<file path="src/rv_isa_pkg.sv">
// rv64i subset constants: widths, opcodes, funct codes, alu ops, result sources
`default_nettype none

package rv_isa_pkg;

  localparam int XLEN       = 64;
  localparam int REG_ADDR_W = 5;

  // major opcodes
  localparam logic [6:0] OPC_OP     = 7'b0110011;
  localparam logic [6:0] OPC_OP_IMM = 7'b0010011;
  localparam logic [6:0] OPC_LUI    = 7'b0110111;
  localparam logic [6:0] OPC_BRANCH = 7'b1100011;
  localparam logic [6:0] OPC_JAL    = 7'b1101111;
  localparam logic [6:0] OPC_LOAD   = 7'b0000011;
  localparam logic [6:0] OPC_STORE  = 7'b0100011;

  localparam logic [2:0] F3_ADD = 3'b000;
  localparam logic [2:0] F3_XOR = 3'b100;
  localparam logic [2:0] F3_OR  = 3'b110;
  localparam logic [2:0] F3_AND = 3'b111;
  localparam logic [2:0] F3_BEQ = 3'b000;
  localparam logic [2:0] F3_BNE = 3'b001;
  // doubleword load/store width
  localparam logic [2:0] F3_D   = 3'b011;

  localparam logic [6:0] F7_SUB = 7'b0100000;

  typedef enum logic [2:0] {
    ALU_ADD,
    ALU_SUB,
    ALU_AND,
    ALU_OR,
    ALU_XOR,
    ALU_PASS_B
  } alu_op_e;

  // where the writeback value comes from
  localparam logic [1:0] RES_ALU  = 2'd0;
  localparam logic [1:0] RES_MEM  = 2'd1;
  localparam logic [1:0] RES_LINK = 2'd2;

endpackage

`default_nettype wire

</file>
<file path="src/id_stage.sv">
// decode stage: instruction decoder, register reads, operand and immediate select
`timescale 1ns/1ps
`default_nettype none

module id_stage import rv_isa_pkg::*; (
  input  wire                   clk,
  input  wire                   i_rst_n,
  input  wire                   i_fetched_req,
  output logic                  o_fetched_ack,
  input  wire [31:0]            i_inst,
  input  wire [XLEN-1:0]        i_pc,
  output logic [REG_ADDR_W-1:0] o_rs1,
  output logic [REG_ADDR_W-1:0] o_rs2,
  input  wire [XLEN-1:0]        i_rs1_data,
  input  wire [XLEN-1:0]        i_rs2_data,
  output logic                  o_decoded_req,
  input  wire                   i_decoded_ack,
  output alu_op_e               o_alu_op,
  output logic [XLEN-1:0]       o_op1,
  output logic [XLEN-1:0]       o_op2,
  output logic [XLEN-1:0]       o_store_data,
  output logic [XLEN-1:0]       o_imm,
  output logic [XLEN-1:0]       o_pc,
  output logic [REG_ADDR_W-1:0] o_rd,
  output logic                  o_rd_wen,
  output logic [1:0]            o_res_sel,
  output logic                  o_br,
  output logic                  o_br_ne,
  output logic                  o_jal,
  output logic                  o_memwen
);

  logic [6:0]      opcode;
  logic [2:0]      funct3;
  logic [XLEN-1:0] imm_i;
  logic [XLEN-1:0] imm_s;
  logic [XLEN-1:0] imm_b;
  logic [XLEN-1:0] imm_u;
  logic [XLEN-1:0] imm_j;
  alu_op_e         alu_d;
  logic [XLEN-1:0] op2_d;
  logic [XLEN-1:0] imm_d;
  logic [1:0]      res_d;
  logic            rd_wen_d;
  logic            br_d;
  logic            jal_d;
  logic            memwen_d;
  logic            xfer;

  assign opcode = i_inst[6:0];
  assign funct3 = i_inst[14:12];
  assign o_rs1  = i_inst[19:15];
  assign o_rs2  = i_inst[24:20];

  assign imm_i = {{52{i_inst[31]}}, i_inst[31:20]};
  assign imm_s = {{52{i_inst[31]}}, i_inst[31:25], i_inst[11:7]};
  assign imm_b = {{52{i_inst[31]}}, i_inst[7], i_inst[30:25], i_inst[11:8], 1'b0};
  assign imm_u = {{32{i_inst[31]}}, i_inst[31:12], 12'b0};
  assign imm_j = {{44{i_inst[31]}}, i_inst[19:12], i_inst[20], i_inst[30:21], 1'b0};

  assign o_fetched_ack = i_fetched_req && !o_decoded_req;
  assign xfer          = i_fetched_req && o_fetched_ack;

  // unknown encodings fall through as a no-op
  always_comb begin
    alu_d    = ALU_ADD;
    op2_d    = i_rs2_data;
    imm_d    = '0;
    res_d    = RES_ALU;
    rd_wen_d = 1'b0;
    br_d     = 1'b0;
    jal_d    = 1'b0;
    memwen_d = 1'b0;
    case (opcode)
      OPC_OP, OPC_OP_IMM: begin
        rd_wen_d = 1'b1;
        if (opcode == OPC_OP_IMM) begin
          op2_d = imm_i;
        end
        case (funct3)
          F3_ADD: begin
            if (opcode == OPC_OP && i_inst[31:25] == F7_SUB) begin
              alu_d = ALU_SUB;
            end
          end
          F3_XOR:  alu_d = ALU_XOR;
          F3_OR:   alu_d = ALU_OR;
          F3_AND:  alu_d = ALU_AND;
          default: rd_wen_d = 1'b0;
        endcase
      end
      OPC_LUI: begin
        alu_d    = ALU_PASS_B;
        op2_d    = imm_u;
        rd_wen_d = 1'b1;
      end
      OPC_BRANCH: begin
        imm_d = imm_b;
        br_d  = (funct3 == F3_BEQ) || (funct3 == F3_BNE);
      end
      OPC_JAL: begin
        imm_d    = imm_j;
        jal_d    = 1'b1;
        rd_wen_d = 1'b1;
        res_d    = RES_LINK;
      end
      OPC_LOAD: begin
        imm_d    = imm_i;
        rd_wen_d = (funct3 == F3_D);
        res_d    = RES_MEM;
      end
      OPC_STORE: begin
        imm_d    = imm_s;
        memwen_d = (funct3 == F3_D);
      end
      default: ;
    endcase
  end

  always_ff @(posedge clk) begin
    if (!i_rst_n) begin
      o_decoded_req <= 1'b0;
      o_rd_wen      <= 1'b0;
      o_br          <= 1'b0;
      o_jal         <= 1'b0;
      o_memwen      <= 1'b0;
    end else if (xfer) begin
      o_decoded_req <= 1'b1;
      o_rd_wen      <= rd_wen_d;
      o_br          <= br_d;
      o_jal         <= jal_d;
      o_memwen      <= memwen_d;
    end else if (i_decoded_ack) begin
      o_decoded_req <= 1'b0;
    end
  end

  always_ff @(posedge clk) begin
    if (xfer) begin
      o_alu_op     <= alu_d;
      o_op1        <= i_rs1_data;
      o_op2        <= op2_d;
      o_store_data <= i_rs2_data;
      o_imm        <= imm_d;
      o_pc         <= i_pc;
      o_rd         <= i_inst[11:7];
      o_res_sel    <= res_d;
      o_br_ne      <= (funct3 == F3_BNE);
    end
  end

endmodule

`default_nettype wire

</file>
<file path="config.mk">
export PLATFORM = sky130hd
export DESIGN_NAME = id_stage
export DESIGN_NICKNAME = d
export VERILOG_FILES = /design/src/rv_isa_pkg.sv /design/src/id_stage.sv
export SDC_FILE = /design/constraint.sdc
export NUM_CORES = 1
export LEC_CHECK = 0
export BUFFER_PORTS_ARGS = -buffer_cell sky130_fd_sc_hd__buf_2
export CAP_MARGIN = 20
export CORE_AREA = 2 2 224 226
export CTS_BUF_LIST = sky130_fd_sc_hd__clkbuf_4 sky130_fd_sc_hd__clkbuf_8
export CTS_CLUSTER_DIAMETER = 150
export DETAILED_ROUTE_END_ITERATION = 8
export DIE_AREA = 0 0 226 228
export GPL_TIMING_DRIVEN = 0
export SKIP_CTS_REPAIR_TIMING = 1
export SYNTH_ARGS = -nofsm -noshare
export SYNTH_HDL_FRONTEND = slang
export SYNTH_SLANG_ARGS = --single-unit
</file>
<file path="constraint.sdc">
create_clock -name clk -period 8.6 [get_ports clk]
set_clock_uncertainty 0.15 [all_clocks]
set_input_delay 0.86 -clock clk [delete_from_list [all_inputs] [get_ports clk]]
set_output_delay 0.86 -clock clk [all_outputs]
set_load 0.01 [all_outputs]
</file>
---- Word-level counts from Yosys, hierarchy flattened ----
Cells that the tools add are included.
storage, ports and cells
  register bits after elaboration ......... 336
  input bits .............................. 228
cells by class
  eq/ne operators ......................... 13
  multiplexer cells ....................... 14
  reductions and logical operators ........ 10
operators by type and width
  cell                  number
  $pmux W64 S4          1
  $pmux W64 S2          1
  $mux W64              1
  $eq A7 B6 Y1 const B  4
  $eq A7 B7 Y1 const B  2
  $pmux W3 S4           1
  $eq A3 B3 Y1 const B  3
  $eq A7 B2 Y1 const B  1
  $eq A7 B5 Y1 const B  1
  $mux W1               7
  $pmux W3 S2           1
  $pmux W2 S2           1
  $reduce_or A2 Y1      2
  $reduce_or A4 Y1      1
  $eq A3 B1 Y1 const B  1
  $eq A3 B2 Y1 const B  1
  $logic_and A1 B1 Y1   3
  $logic_not A3 Y1      1
  $pmux W1 S3           1
  $reduce_bool A2 Y1    1
  $logic_not A1 Y1      1
  $logic_or A1 B1 Y1    1

---- Depth between registers and ports, before layout ----
Gate-level depths: netlist of the first run.
  depth after elaboration ................. 5
  depth in mapped cells ................... 6
  mapped depth without buffers ............ 4

---- Worst setup path before layout of the first run ----
OpenSTA, ideal clock, no wires.
  kind .................................... input-to-output
  from .................................... input port i_fetched_req
  to ...................................... output port o_fetched_ack
  arrival ................................. 6.631 ns
  required time ........................... 7.590 ns
  slack ................................... 0.959 ns
  cell stages on the path ................. 2
  buffers on the path ..................... 0
  path through ............................ nand2b_1 inv_1
on the way
  longest elaborated chain between the ends .. 1
ends and longest elaborated chain
  element              line            RTL
  from (decl)          id_stage.sv:8   input wire i_fetched_req,
  $logic_and A1 B1 Y1  id_stage.sv:61  assign o_fetched_ack = i_fetched_req && !o_decoded_req;
  to (decl)            id_stage.sv:9   output logic o_fetched_ack,
Every way passes these cells.

---- Worst setup path after layout of the first run ----
  from .................................... register o_decoded_req
  to ...................................... output port o_fetched_ack
on the way
  longest elaborated chain between the ends .. 2
ends and longest elaborated chain
  element                 line             RTL
  from (decl)             id_stage.sv:16   output logic o_decoded_req,
  from (signal assigned)  id_stage.sv:122  o_decoded_req <= 1'b0;
  from (signal assigned)  id_stage.sv:128  o_decoded_req <= 1'b1;
  from (signal assigned)  id_stage.sv:134  o_decoded_req <= 1'b0;
  $logic_not A1 Y1        id_stage.sv:61
  $logic_and A1 B1 Y1     id_stage.sv:61
Every way passes these cells.

==> results of run 1 <==
## kinds of logic (layout without fill, tap and decap cells)
group                  after synthesis  in the layout  synth area share, %
DFF                                293            293                 84.7
other                                0              4                    0
AOI/OAI and AO/OA                   83             83                 6.65
and+or+nand+nor                     67             67                 3.58
muxes                                1              1               0.0969
buffers and inverters               75            748                 4.99
## power groups by stage
stage | Combinational, mW | Clock (mW) | Sequential (mW)
floorplan | 0.0793 | 0 | 1.79
global placement | 0.315 | 0 | 1.76
detailed placement | 0.324 | 0 | 1.73
CTS | 0.325 | 1.46 | 1.70
global route | 0.344 | 1.52 | 1.70
finish | 0.321 | 1.40 | 1.70
## state kept, by name, indices dropped and copies added, names as in the netlist, 2 cells and up
signal,cells
o_res_sel,2
o_alu_op,3
o_pc,64
o_op2,64
o_imm,21
o_op1,64
o_store_data,64
o_rd,5
## cell type report
cell class,count,area (um2),share of cell area (%)
timing repair buffer,577,2950,19.3
buffer,72,504,3.30
inverter,3,18.8,0.123
clock buffer,81,952,6.23
clock inverter,15,188,1.23
sequential,293,8750,57.3
tap,672,841,5.50
multi-input combinational,151,1070,6.99
antenna,4,10.0,0.0655
## worst max-delay path, delay by kind of cell, from the launching register on
family                 cells  cell delay, ps
buffers and inverters      3            1070
AND/OR/NAND/NOR            1             340
flip-flops                 1             330
## worst paths after layout
path,startpoint,endpoint,slack (ps)
setup / recovery,o_decoded_req,o_fetched_ack,5050
hold / removal,i_rs1_data[31],o_op1[31],250
setup reg to reg,o_decoded_req,o_op2[32],6350
hold reg to reg,o_br,o_br,310
## cell usage after synthesis
cell type	number
edfxtp_1	288
buf_4	53
a21o_1	36
nand2_1	25
a221o_1	19
buf_2	16
a22o_1	15
and2_1	8
nor2_1	7
dfxtp_1	5
nor3_1	5
inv_1	3
nand2b_1	3
nand4_1	3
or2_2	3
a21boi_0	2
a21oi_1	2
buf_6	2
nand3b_1	2
nor2b_1	2
nor4b_1	2
o21ai_0	2
a2111oi_0	1
a211oi_1	1
a21oi_2	1
a22oi_1	1
a311oi_1	1
a32oi_1	1
and4bb_2	1
clkbuf_1	1
mux2i_1	1
nand3_1	1
nor4_1	1
nor4b_4	1
o211a_1	1
or3_1	1
or3b_2	1
or4_4	1
## cell usage in the layout, fill, tap and decap left out, types with 5 or more instances in the layout
cell,netlist,layout
a22o_1,15,15
edfxtp_1,288,288
buf_2,16,589
a21o_1,36,36
and2_1,8,8
buf_4,53,54
clkbuf_4,0,26
nor3_1,5,5
nand2_1,25,25
a221o_1,19,19
dfxtp_1,5,5
clkbuf_8,0,55
nor2_1,7,7
## layer usage
metal	share of wire, %	up-vias	GRT usage (%)	routed length (um)
met5	0.23	-	0	81
met3	9.7	69	5.00	3420
li1	-	3275	-	-
met1	39	3574	15.0	13800
met4	2.5	14	4.72	884
met2	49	392	21.7	17200
## stage by stage
stage / worst slack (ps) / TNS [ps] / power, mW / cells
after floorplan: 959 / 0 / 1.87 / 519
after global placement: -2410 / -364480 / 2.07 / 1764
after detailed placement: 5130 / 0 / 2.05 / 1766
after CTS: 4970 / 0 / 3.49 / 1862
after global routing: 4830 / 0 / 3.57 / 1865
final: 5050 / 0 / 3.42 / 1868
==> impl_summary.txt, run 1 <==
----------------------------------------------------
[Worst setup path]
  Required time of the critical path ... 7590 ps
  Kind of end point of the critical path ... output pin
  Class of the most critical setup path ... register to output pin
  Worst Setup Start Kind ... register
  Data arrival time at the worst-slack endpoint ... 2540 ps
  Critical Path Fanout Max ... 135
  Crit-path slowest cell ... buf_16
  Reg2Reg Depth ... 3
  Largest stage delay on the critical path ... 440 ps
  Critical Path, Cell by Cell ... nand2b_1 -> inv_8 -> buf_16 -> buf_2

[Power and ir drop]
  Clk network pwr share ... 41.0%
  PwrDens ... 224 nW/um2
  Power share of the sequential group ... 49.6%
  Design internal power ... 2.61 mW
  Relative contribution of combinational cells to total power ... 9.4%
  Net switching power figure ... 0.812 mW
  VDD IR max ... 0.129 mV
  Static power due to leakage ... 6.63 nW
  Switching power as a share of total power ... 23.7%

[Synth]
  Post-synthesis instance area ... 10300 um2
  Main area contributors after synthesis ... edfxtp_1, buf_4, a21o_1, a221o_1, a22o_1
  Instance count of the mapped netlist ... 519
  Total number of yosys warnings ... 0
  Syn_area_per_cell ... 19.9 um2
  Distinct cell type count of the synthesized netlist ... 38
  Post-Syn Nets ... 747
  Post-synthesis register bit count ... 293
  Dominant cell type by area after synthesis ... edfxtp_1
  Area share of the largest cell type after synthesis ... 83.7%
  Portion of the post-synthesis area used by sequential elements ... 84.7%

[Timing]
  Final-report hold violation count ... 0
  Measured slew at the worst slew-check pin ... 1170 ps
  Final setup viols ... 0
  Hold slack ... 245 ps
  F_max ... 282 MHz
  Time the worst path needs with I/O delays and setup ... 3550 ps
  Setup repair after global routing missed its margin ... false
  Worst slew margin relative to its limit ... 21.0%
  Fin. max-slew vios ... 0
  Portion of the clock cycle consumed by the worst path in the final layout ... 41.2%

[Global route]
  Pin count of the biggest net entering global routing ... 136
  All-layer global routing usage ... 13.0%
  Initial antenna violation count ... 8
  Grt ovf ... 0
  Wire length of the first global-routing pass ... 48300 um
  Number of global-route vias before repair ... 7249

[Die]
  Die ar. ... 51500 um2
  Floorplan core area ... 49300 um2
  Effective utilization at floorplan ... 20.9%
  Overall die height ... 228 um
  Horizontal die dimension ... 226 um
  Count of standard-cell rows ... 82
  Ports ... 575

[Run]
  Number of max-cap violations ... 0

[CTS]
  CTS tree ... built
  Clock Tree Buf Depth ... 3
  Root buffer cell ... clkbuf_8
  CTS H-tree depth ... 2
  Worst-skew pair later-pin latency ... 610 ps
  Clock sink total ... 293
  Number of buffers created by CTS ... 53
  Clock transition at the register clock pins on the worst setup and hold paths after CTS ... 60 ps

[Detailed routing]
  Routed via count ... 7324
  Average wire per standard cell ... 19.0 um
  Via-to-Cell Ratio ... 3.92
  DRC violations left ... 0
  Iteration-0 DRC count of the detailed router ... 468
  Count of nets left with antenna violations after detail routing ... 0
  TritonRoute pass-1 iters ... 5
  Drt total wl ... 35500 um

[Placement]
  Port buffer count ... 573
  Placement-stage cell area ... 14100 um2
  Final weighted congestion of routability-driven global placement ... 0.858
  Detailed placement HPWL ... 26700 um

[Min path]
  Hold Path Class ... input pin to register
  Worst Hold Depth ... 1

[Cells and area]
  Signed area change from the synthesized netlist to the final layout ... 47.8%
  Fill cell instance count of the final layout ... 4995
  Final standard cell area without fillers ... 15300 um2
  Share of post-route cells with drive strength above 1 ... 62.9%
  Utilization after layout ... 31.0%
  Total Nets Final ... 1379

[Status]
  Outcome ... finished, final reports clean

----------------------------------------------------
(Power assumes the default switching activity.)
==> run 2, diff against run 1 <==
--- a/config.mk
+++ b/config.mk
@@ -5,13 +5,14 @@
 export SDC_FILE = /design/constraint.sdc
 export NUM_CORES = 1
 export LEC_CHECK = 0
+export ABC_AREA = 1
 export BUFFER_PORTS_ARGS = -buffer_cell sky130_fd_sc_hd__buf_2
 export CAP_MARGIN = 20
-export CORE_AREA = 2 2 224 226
+export CORE_AREA = 2 2 221 223
 export CTS_BUF_LIST = sky130_fd_sc_hd__clkbuf_4 sky130_fd_sc_hd__clkbuf_8
 export CTS_CLUSTER_DIAMETER = 150
 export DETAILED_ROUTE_END_ITERATION = 8
-export DIE_AREA = 0 0 226 228
+export DIE_AREA = 0 0 223 225
 export GPL_TIMING_DRIVEN = 0
 export SKIP_CTS_REPAIR_TIMING = 1
 export SYNTH_ARGS = -nofsm -noshare
==> constraint.sdc (replaced) <==
create_clock -name clk -period 3.3 [get_ports clk]
set_clock_uncertainty 0.15 [all_clocks]
set_input_delay 0.33 -clock clk [delete_from_list [all_inputs] [get_ports clk]]
set_output_delay 0.33 -clock clk [all_outputs]
set_load 0.01 [all_outputs]
==> run 2 against run 1 <==
Against the previous run:
- area after synthesis is 3.8% higher
- count of clock-buffer cells in the layout down 16
- sequential share of layout area fell by 8.6 points
- largest cell class unchanged
- combinational power rose to 3.5 times the previous value
- via count up 21%
- sequential cell count is the same
- utilization grew 6.8 points
- non-clock buffer count rose by 219
- final cell count increased by 17%
- critical path type unchanged
==> impl_summary.txt, run 2 <==
----------------------------------------------------
[Status]
  Outcome ... finished, final reports clean (unchanged)

[Synth]
  Area share of the largest cell type after synthesis ... 80.7% (was 83.7%)
  Synth Area in Adders ... 0% (unchanged)
  Syn_area_per_cell ... 15.9 um2 (was 19.9 um2)
  Post-synthesis mux area share ... 0% (was 0.0969%)
  Fraction of the mapped netlist area in compound gates ... 1.82% (was 6.65%)
  Post-synth top cells ... edfxtp_1, nand2_1, buf_4, inv_1, nand3_1 (was edfxtp_1, buf_4, a21o_1, nand2_1, a221o_1)
  Dominant cell by count in the synthesized netlist ... edfxtp_1 (unchanged)
  Dominant combinational cell family by area after synthesis ... simple AND/OR/NAND/NOR gates (was compound AO/OA/AOI/OAI gates)
  Post-synthesis register bit count ... 293 (unchanged)
  Total number of yosys warnings ... 0 (unchanged)
  Number of enable flip-flop cells after synthesis ... 288 (unchanged)
  Post-Syn Nets ... 904 (was 747)
  Area share of xor/xnor cells in the synthesized design ... 0% (unchanged)
  Portion of the post-synthesis area used by sequential elements ... 81.6% (was 84.7%)
  Main synth FF type ... edfxtp_1 (unchanged)
  Instance count of the mapped netlist ... 676 (was 519)
  Synth Area in Simple Gates ... 10.7% (was 3.58%)
  Dominant cell type by area after synthesis ... edfxtp_1 (unchanged)
  Post-synthesis instance area ... 10700 um2 (was 10300 um2)
  Distinct cell type count of the synthesized netlist ... 25 (was 38)
  Main area contributors after synthesis ... edfxtp_1, nand2_1, buf_4, nand3_2, inv_1 (was edfxtp_1, buf_4, a21o_1, a221o_1, a22o_1)
  Post-synthesis async set-or-reset flop share ... 0% (unchanged)

[Global route]
  Grt ovf ... 0 (unchanged)
  Pin count of the biggest net entering global routing ... 37 (was 136)
  Wire length of the first global-routing pass ... 54500 um (was 48300 um)
  All-layer global routing usage ... 15.1% (was 13.0%)
  Initial antenna violation count ... 6 (was 8)
  Number of global-route vias before repair ... 7975 (was 7249)

[Timing]
  F_max ... 371 MHz
  Final-report hold violation count ... 0 (unchanged)
  Fin. max-slew vios ... 0 (unchanged)
  Post-route setup TNS ... 0 ps (unchanged)
  Worst slew margin relative to its limit ... 57.2% (was 21.0%)
  Measured slew at the worst slew-check pin ... 640 ps (was 1170 ps)
  Final setup viols ... 0 (unchanged)
  Time the worst path needs with I/O delays and setup ... 2690 ps
  Setup repair after global routing missed its margin ... false (unchanged)
  Portion of the clock cycle consumed by the worst path in the final layout ... 81.6%

[CTS]
  CTS H-tree depth ... 2 (unchanged)
  Clock sink total ... 293 (unchanged)
  Clock Tree Buf Depth ... 3 (unchanged)
  Worst-skew pair later-pin latency ... 610 ps (about the same)
  Number of buffers created by CTS ... 52 (was 53)
  Clock transition at the register clock pins on the worst setup and hold paths after CTS ... 60 ps (about the same)
  CTS tree ... built (unchanged)
  Root buffer cell ... clkbuf_8 (unchanged)

[Worst setup path]
  Worst Setup Start Kind ... register (unchanged)
  Logic depth of the worst path, buffers included ... 4 (unchanged)
  Critical Path Start ... o_decoded_req (unchanged)
  Capturing element of the worst setup path ... o_fetched_ack (unchanged)
  Data arrival time at the worst-slack endpoint ... 2210 ps (was 2540 ps)
  Kind of end point of the critical path ... output pin (unchanged)
  Largest stage delay on the critical path ... 500 ps (was 440 ps)
  Top delay family on crit path ... buffers and inverters (unchanged)
  Reg2Reg Depth ... 5 (was 3)
  Startpoint of the worst register-to-register path ... o_decoded_req (unchanged)
  Crit-path slowest cell ... nor2_4 (was buf_16)
  Worst R2R End ... o_pc[48] (was o_op2[32])
  Required time of the critical path ... 2820 ps (was 7590 ps)
  Cell seen most often among critical-path stages ... buf_12
  Critical Path, Cell by Cell ... nor2_4 -> buf_12 -> buf_12 -> buf_2 (was nand2b_1 -> inv_8 -> buf_16 -> buf_2)
  Number of buffers and inverters on the critical path ... 3 (unchanged)
  Class of the most critical setup path ... register to output pin (unchanged)
  Reg2Reg Setup Slack ... 960 ps (was 6350 ps)
  Critical Path Fanout Max ... 36 (was 135)

[Placement]
  Port buffer count ... 573 (unchanged)
  Final weighted congestion of routability-driven global placement ... 0.762 (was 0.858)
  Detailed placement HPWL ... 30600 um (was 26700 um)
  Placed Cells incl. Taps ... 1874 (was 1766)

[Detailed routing]
  DRC violations left ... 0 (unchanged)
  TritonRoute pass-1 iters ... 5 (unchanged)
  Routed via count ... 8837 (was 7324)
  Via-to-Cell Ratio ... 4.03 (was 3.92)
  Count of nets left with antenna violations after detail routing ... 0 (unchanged)
  Drt total wl ... 42900 um (was 35500 um)
  Iteration-0 DRC count of the detailed router ... 401 (was 468)
  Average wire per standard cell ... 19.6 um (was 19.0 um)

[Cells and area]
  Utilization after layout ... 37.8% (was 31.0%)
  Total Nets Final ... 1758 (was 1379)
  Commonest non-fill, non-tap cell in the layout ... buf_2 (unchanged)
  Fill cell instance count of the final layout ... 4503 (was 4995)
  Leading cell types in the layout, fill and taps excluded ... buf_2, edfxtp_1, dlygate4sd3_1 (was buf_2, edfxtp_1, clkbuf_8)
  Layout Cells excl Fill ... 2192 (was 1868)
  Signed area change from the synthesized netlist to the final layout ... 67.6% (was 47.8%)
  Share of post-route cells with drive strength above 1 ... 48.5% (was 62.9%)

[Run]
  Number of max-cap violations ... 0 (unchanged)

[Die]
  Floorplan core area ... 47500 um2 (was 49300 um2)
  Horizontal die dimension ... 223 um (was 226 um)
  Die ar. ... 50200 um2 (was 51500 um2)
  Overall die height ... 225 um (was 228 um)
  Count of standard-cell rows ... 80 (was 82)
  Effective utilization at floorplan ... 22.6% (was 20.9%)
  Ports ... 575 (unchanged)

[Power and ir drop]
  Static power due to leakage ... 8.04 nW (was 6.63 nW)
  Post-layout power ... 9.47 mW (was 3.42 mW)
  PwrDens ... 527 nW/um2 (was 224 nW/um2)
  VDD IR max ... 0.346 mV (was 0.129 mV)

[Min path]
  Hold Path Class ... input pin to register (unchanged)

----------------------------------------------------
-- run 2: cell types whose count changed after synthesis, moves of 6 or more --
cell,previous run,this run
and2_1,8,0
a22o_1,15,0
nor2_1,7,14
o21ai_0,2,15
nand2_1,25,181
nand4_1,3,11
nor2_4,0,6
nand3_2,0,12
buf_2,16,7
nand3_1,1,21
a221o_1,19,0
a21o_1,36,0
inv_1,3,28
-- run 2: worst min path at each step --
stage | startpoint | to | slack, ps | cells after the start
floorplan | i_rs1_data[0] | o_op1[0] | 280 | 0
global placement | o_rd_wen | o_rd_wen | 300 | 2
detailed placement | o_rd_wen | o_rd_wen | 310 | 2
CTS | i_pc[39] | o_pc[39] | -350 | 1
global route | i_inst[21] | o_imm[1] | 4 | 3
finish | i_inst[21] | o_imm[1] | 20 | 3
-- run 2: through the flow --
step | setup WS [ps] | hold WS [ps] | area, um2
after global routing | 457 | 3.72 | 18000
after global placement | -4520 | 295 | 14400
after CTS | 516 | -345 | 15800
after detailed placement | 752 | 314 | 14600
after floorplan | -2070 | 279 | 10700
final | 608 | 23.6 | 18000
-- run 2: cells by family (layout without fill, tap and decap cells) --
logic type             after synthesis  in the layout
AO/OA/AOI/OAI                       32             32
buffers and inverters              101            997
flip-flops                         293            293
other                                0              5
AND/OR/NAND/NOR                    250            250
-- run 2: layout make-up --
type / instances / area, um2 / area share, %
Tap cell: 615 / 769 / 4.28
Buffer: 68 / 512 / 2.85
Multi-Input combinational cell: 282 / 1350 / 7.49
Clock inverter: 31 / 352 / 1.96
Clock buffer: 65 / 838 / 4.67
Timing Repair Buffer: 800 / 5260 / 29.2
Sequential cell: 293 / 8750 / 48.7
Antenna cell: 5 / 12.5 / 0.0696
Inverter: 33 / 136 / 0.759
-- run 2: metal layers --
layer | routed length [um] | vias up | GRT usage [%]
li1 | - | 4091 | -
met1 | 17000 | 4240 | 17.2
met2 | 21700 | 418 | 26.2
met3 | 3000 | 86 | 5.36
met4 | 1210 | 2 | 4.87
met5 | 13 | - | 0
-- run 2: where the power goes --
part           internal (mW)  switching (mW)  leakage [nW]  total, mW
registers               4.36          0.0614          2.82       4.42
clock network           2.31            1.61         0.612       3.92
logic                  0.534           0.593          4.61       1.13
total                   7.20            2.27          8.04       9.47
-- run 2: worst register-to-register path, cell delays in order (launching register included) --
cell	delay, ps
dfxtp_2	340
nor2_4	500
buf_16	250
buf_12	240
buf_12	270
buf_12	260
==> run 3, diff against run 2 <==
==> constraint.sdc (replaced) <==
create_clock -name clk -period 2.8 [get_ports clk]
set_clock_uncertainty 0.15 [all_clocks]
set_input_delay 0.28 -clock clk [delete_from_list [all_inputs] [get_ports clk]]
set_output_delay 0.28 -clock clk [all_outputs]
set_load 0.01 [all_outputs]
==> run 3 against run 2 <==
Against the previous run:
- setup slack lost 400 ps
- non-clock buffer count grew 9
- via count is essentially flat
- wire length shrank 1.4%
- first-iteration DRC count grew 23%
- global-route usage shrank 0.21 points
- count of clock-buffer cells in the layout grew 6
- final cell count grew 0.36%
- die area is the same
- power grew 15%
- sequential power grew 18%
- register-to-register slack lost 280 ps
==> impl_summary.txt, run 3 (synthesis results as in run 2) <==
----------------------------------------------------
[Timing]
  F_max ... 385 MHz
  Final-report hold violation count ... 0 (unchanged)
  Setup repair after global routing missed its margin ... false (unchanged)
  Measured slew at the worst slew-check pin ... 710 ps (was 640 ps)
  Worst slew margin relative to its limit ... 52.7% (was 57.2%)
  Time the worst path needs with I/O delays and setup ... 2590 ps
  Portion of the clock cycle consumed by the worst path in the final layout ... 92.7%
  Final setup viols ... 0 (unchanged)
  Fin. max-slew vios ... 0 (unchanged)

[Cells and area]
  Layout Cells excl Fill ... 2200 (was 2192)
  Signed area change from the synthesized netlist to the final layout ... 67.5% (was 67.6%)
  Commonest non-fill, non-tap cell in the layout ... buf_2 (unchanged)
  Share of post-route cells with drive strength above 1 ... 49.1% (was 48.5%)
  Fill cell instance count of the final layout ... 4525 (was 4503)
  Total Nets Final ... 1769 (was 1758)
  Leading cell types in the layout, fill and taps excluded ... buf_2, edfxtp_1, dlygate4sd3_1 (unchanged)

[Worst setup path]
  Data arrival time at the worst-slack endpoint ... 2160 ps (was 2210 ps)
  Critical Path Fanout Max ... 38 (was 36)
  Worst Setup Start Kind ... register (unchanged)
  Kind of end point of the critical path ... output pin (unchanged)
  Class of the most critical setup path ... register to output pin (unchanged)
  Required time of the critical path ... 2370 ps (was 2820 ps)

[Status]
  Outcome ... finished, final reports clean (unchanged)

[Detailed routing]
  Count of nets left with antenna violations after detail routing ... 0 (unchanged)
  Drt total wl ... 42300 um (was 42900 um)
  TritonRoute pass-1 iters ... 5 (unchanged)
  DRC violations left ... 0 (unchanged)
  Via-to-Cell Ratio ... 4.02 (was 4.03)
  Routed via count ... 8838 (was 8837)
  Iteration-0 DRC count of the detailed router ... 493 (was 401)
  Average wire per standard cell ... 19.2 um (was 19.6 um)

[Min path]
  Hold Path Class ... input pin to register (unchanged)

[Placement]
  Final weighted congestion of routability-driven global placement ... 0.765 (was 0.762)
  Port buffer count ... 573 (unchanged)
  Detailed placement HPWL ... 30400 um (was 30600 um)
  Placed Cells incl. Taps ... 1874 (unchanged)

[CTS]
  Worst-skew pair later-pin latency ... 610 ps (about the same)
  Clock sink total ... 293 (unchanged)
  Number of buffers created by CTS ... 54 (was 52)
  Clock Tree Buf Depth ... 3 (unchanged)
  CTS H-tree depth ... 2 (unchanged)
  CTS tree ... built (unchanged)
  Root buffer cell ... clkbuf_8 (unchanged)
  Clock transition at the register clock pins on the worst setup and hold paths after CTS ... 60 ps (about the same)

[Die]
  Count of standard-cell rows ... 80 (unchanged)
  Effective utilization at floorplan ... 22.6% (unchanged)
  Horizontal die dimension ... 223 um (unchanged)
  Die ar. ... 50200 um2 (unchanged)
  Overall die height ... 225 um (unchanged)
  Ports ... 575 (unchanged)
  Floorplan core area ... 47500 um2 (unchanged)

[Power and ir drop]
  Post-layout power ... 10.9 mW (was 9.47 mW)
  Net switching power figure ... 2.66 mW (was 2.27 mW)
  Clk network pwr share ... 39.7% (was 41.4%)
  Relative contribution of combinational cells to total power ... 12.3% (was 11.9%)
  Design internal power ... 8.20 mW (was 7.20 mW)
  PwrDens ... 605 nW/um2 (was 527 nW/um2)
  Switching power as a share of total power ... 24.5% (was 23.9%)
  Static power due to leakage ... 8.06 nW (was 8.04 nW)
  Power share of the sequential group ... 48.0% (was 46.7%)
  VDD IR max ... 0.357 mV (was 0.346 mV)

[Global route]
  Grt ovf ... 0 (unchanged)
  Number of global-route vias before repair ... 7911 (was 7975)
  Initial antenna violation count ... 4 (was 6)
  All-layer global routing usage ... 14.8% (was 15.1%)
  Pin count of the biggest net entering global routing ... 39 (was 37)
  Wire length of the first global-routing pass ... 53700 um (was 54500 um)

[Run]
  Number of max-cap violations ... 0 (unchanged)

----------------------------------------------------
run 3: changes by cell type in the layout (fill, tap and decap cells not counted), sizes merged:
cell / change
inv: -2
dlygate4sd3: +4
bufinv: -4
diode: -2
clkbuf: +6
buf: +5
clkinvlp: +1
run 3: layout make-up:
type / instances / area (um2) / area share [%]
Sequential cell: 293 / 8750 / 48.7
Timing Repair Buffer: 809 / 5330 / 29.7
Multi-Input combinational cell: 282 / 1350 / 7.49
Clock buffer: 71 / 877 / 4.88
Tap cell: 615 / 769 / 4.29
Buffer: 68 / 512 / 2.85
Clock inverter: 26 / 238 / 1.32
Inverter: 33 / 124 / 0.690
Antenna cell: 3 / 7.51 / 0.0418
run 3: worst max-delay path, stage by stage (launching register included):
cell and delay, ps:
dfxtp_4 350, nor2_4 220, buf_12 240, buf_12 240
buf_12 250, buf_2 180
run 3: final timing paths:
check / from / endpoint / slack (ps) / depth (start not counted)
worst min register to register: o_rd_wen / o_rd_wen / 310 / 2
worst min-delay path: i_inst[20] / o_op2[0] / 7 / 3
worst max-delay path: o_decoded_req / o_fetched_ack / 210 / 5
worst max register to register: o_decoded_req / o_store_data[54] / 680 / 5
run 3: per-layer routing:
layer | up-vias | global-route usage (%) | routed length (um) | share of wire [%]
li1 | 4104 | - | - | -
met1 | 4227 | 16.4 | 15900 | 37
met2 | 428 | 26.1 | 21800 | 52
met3 | 75 | 5.45 | 3280 | 7.7
met4 | 4 | 5.54 | 1340 | 3.2
met5 | - | 0 | 19 | 0.045
run 3: metrics by stage:
stage | hold slack [ps] | setup TNS (ps) | instance area [um2] | setup slack, ps | utilization, %
3_3_place_gp | 296 | -1252390 | 14400 | -4720 | 30.2
5_1_grt | 11.8 | 0 | 18000 | 72.2 | 37.8
6_report | 7.47 | 0 | 18000 | 205 | 37.8
4_1_cts | -402 | -163 | 15700 | -163 | 33.0
2_1_floorplan | 229 | -728690 | 10700 | -2570 | -
3_5_place_dp | 308 | 0 | 14600 | 436 | 30.7
run 3: power by group through the flow:
stage	registers [mW]	logic (mW)	clock network (mW)
after floorplan	5.49	0.257	0
after global placement	5.35	1.01	0
after detailed placement	5.30	1.08	0
after CTS	5.21	1.08	4.46
after global routing	5.23	1.43	4.63
final	5.21	1.33	4.31
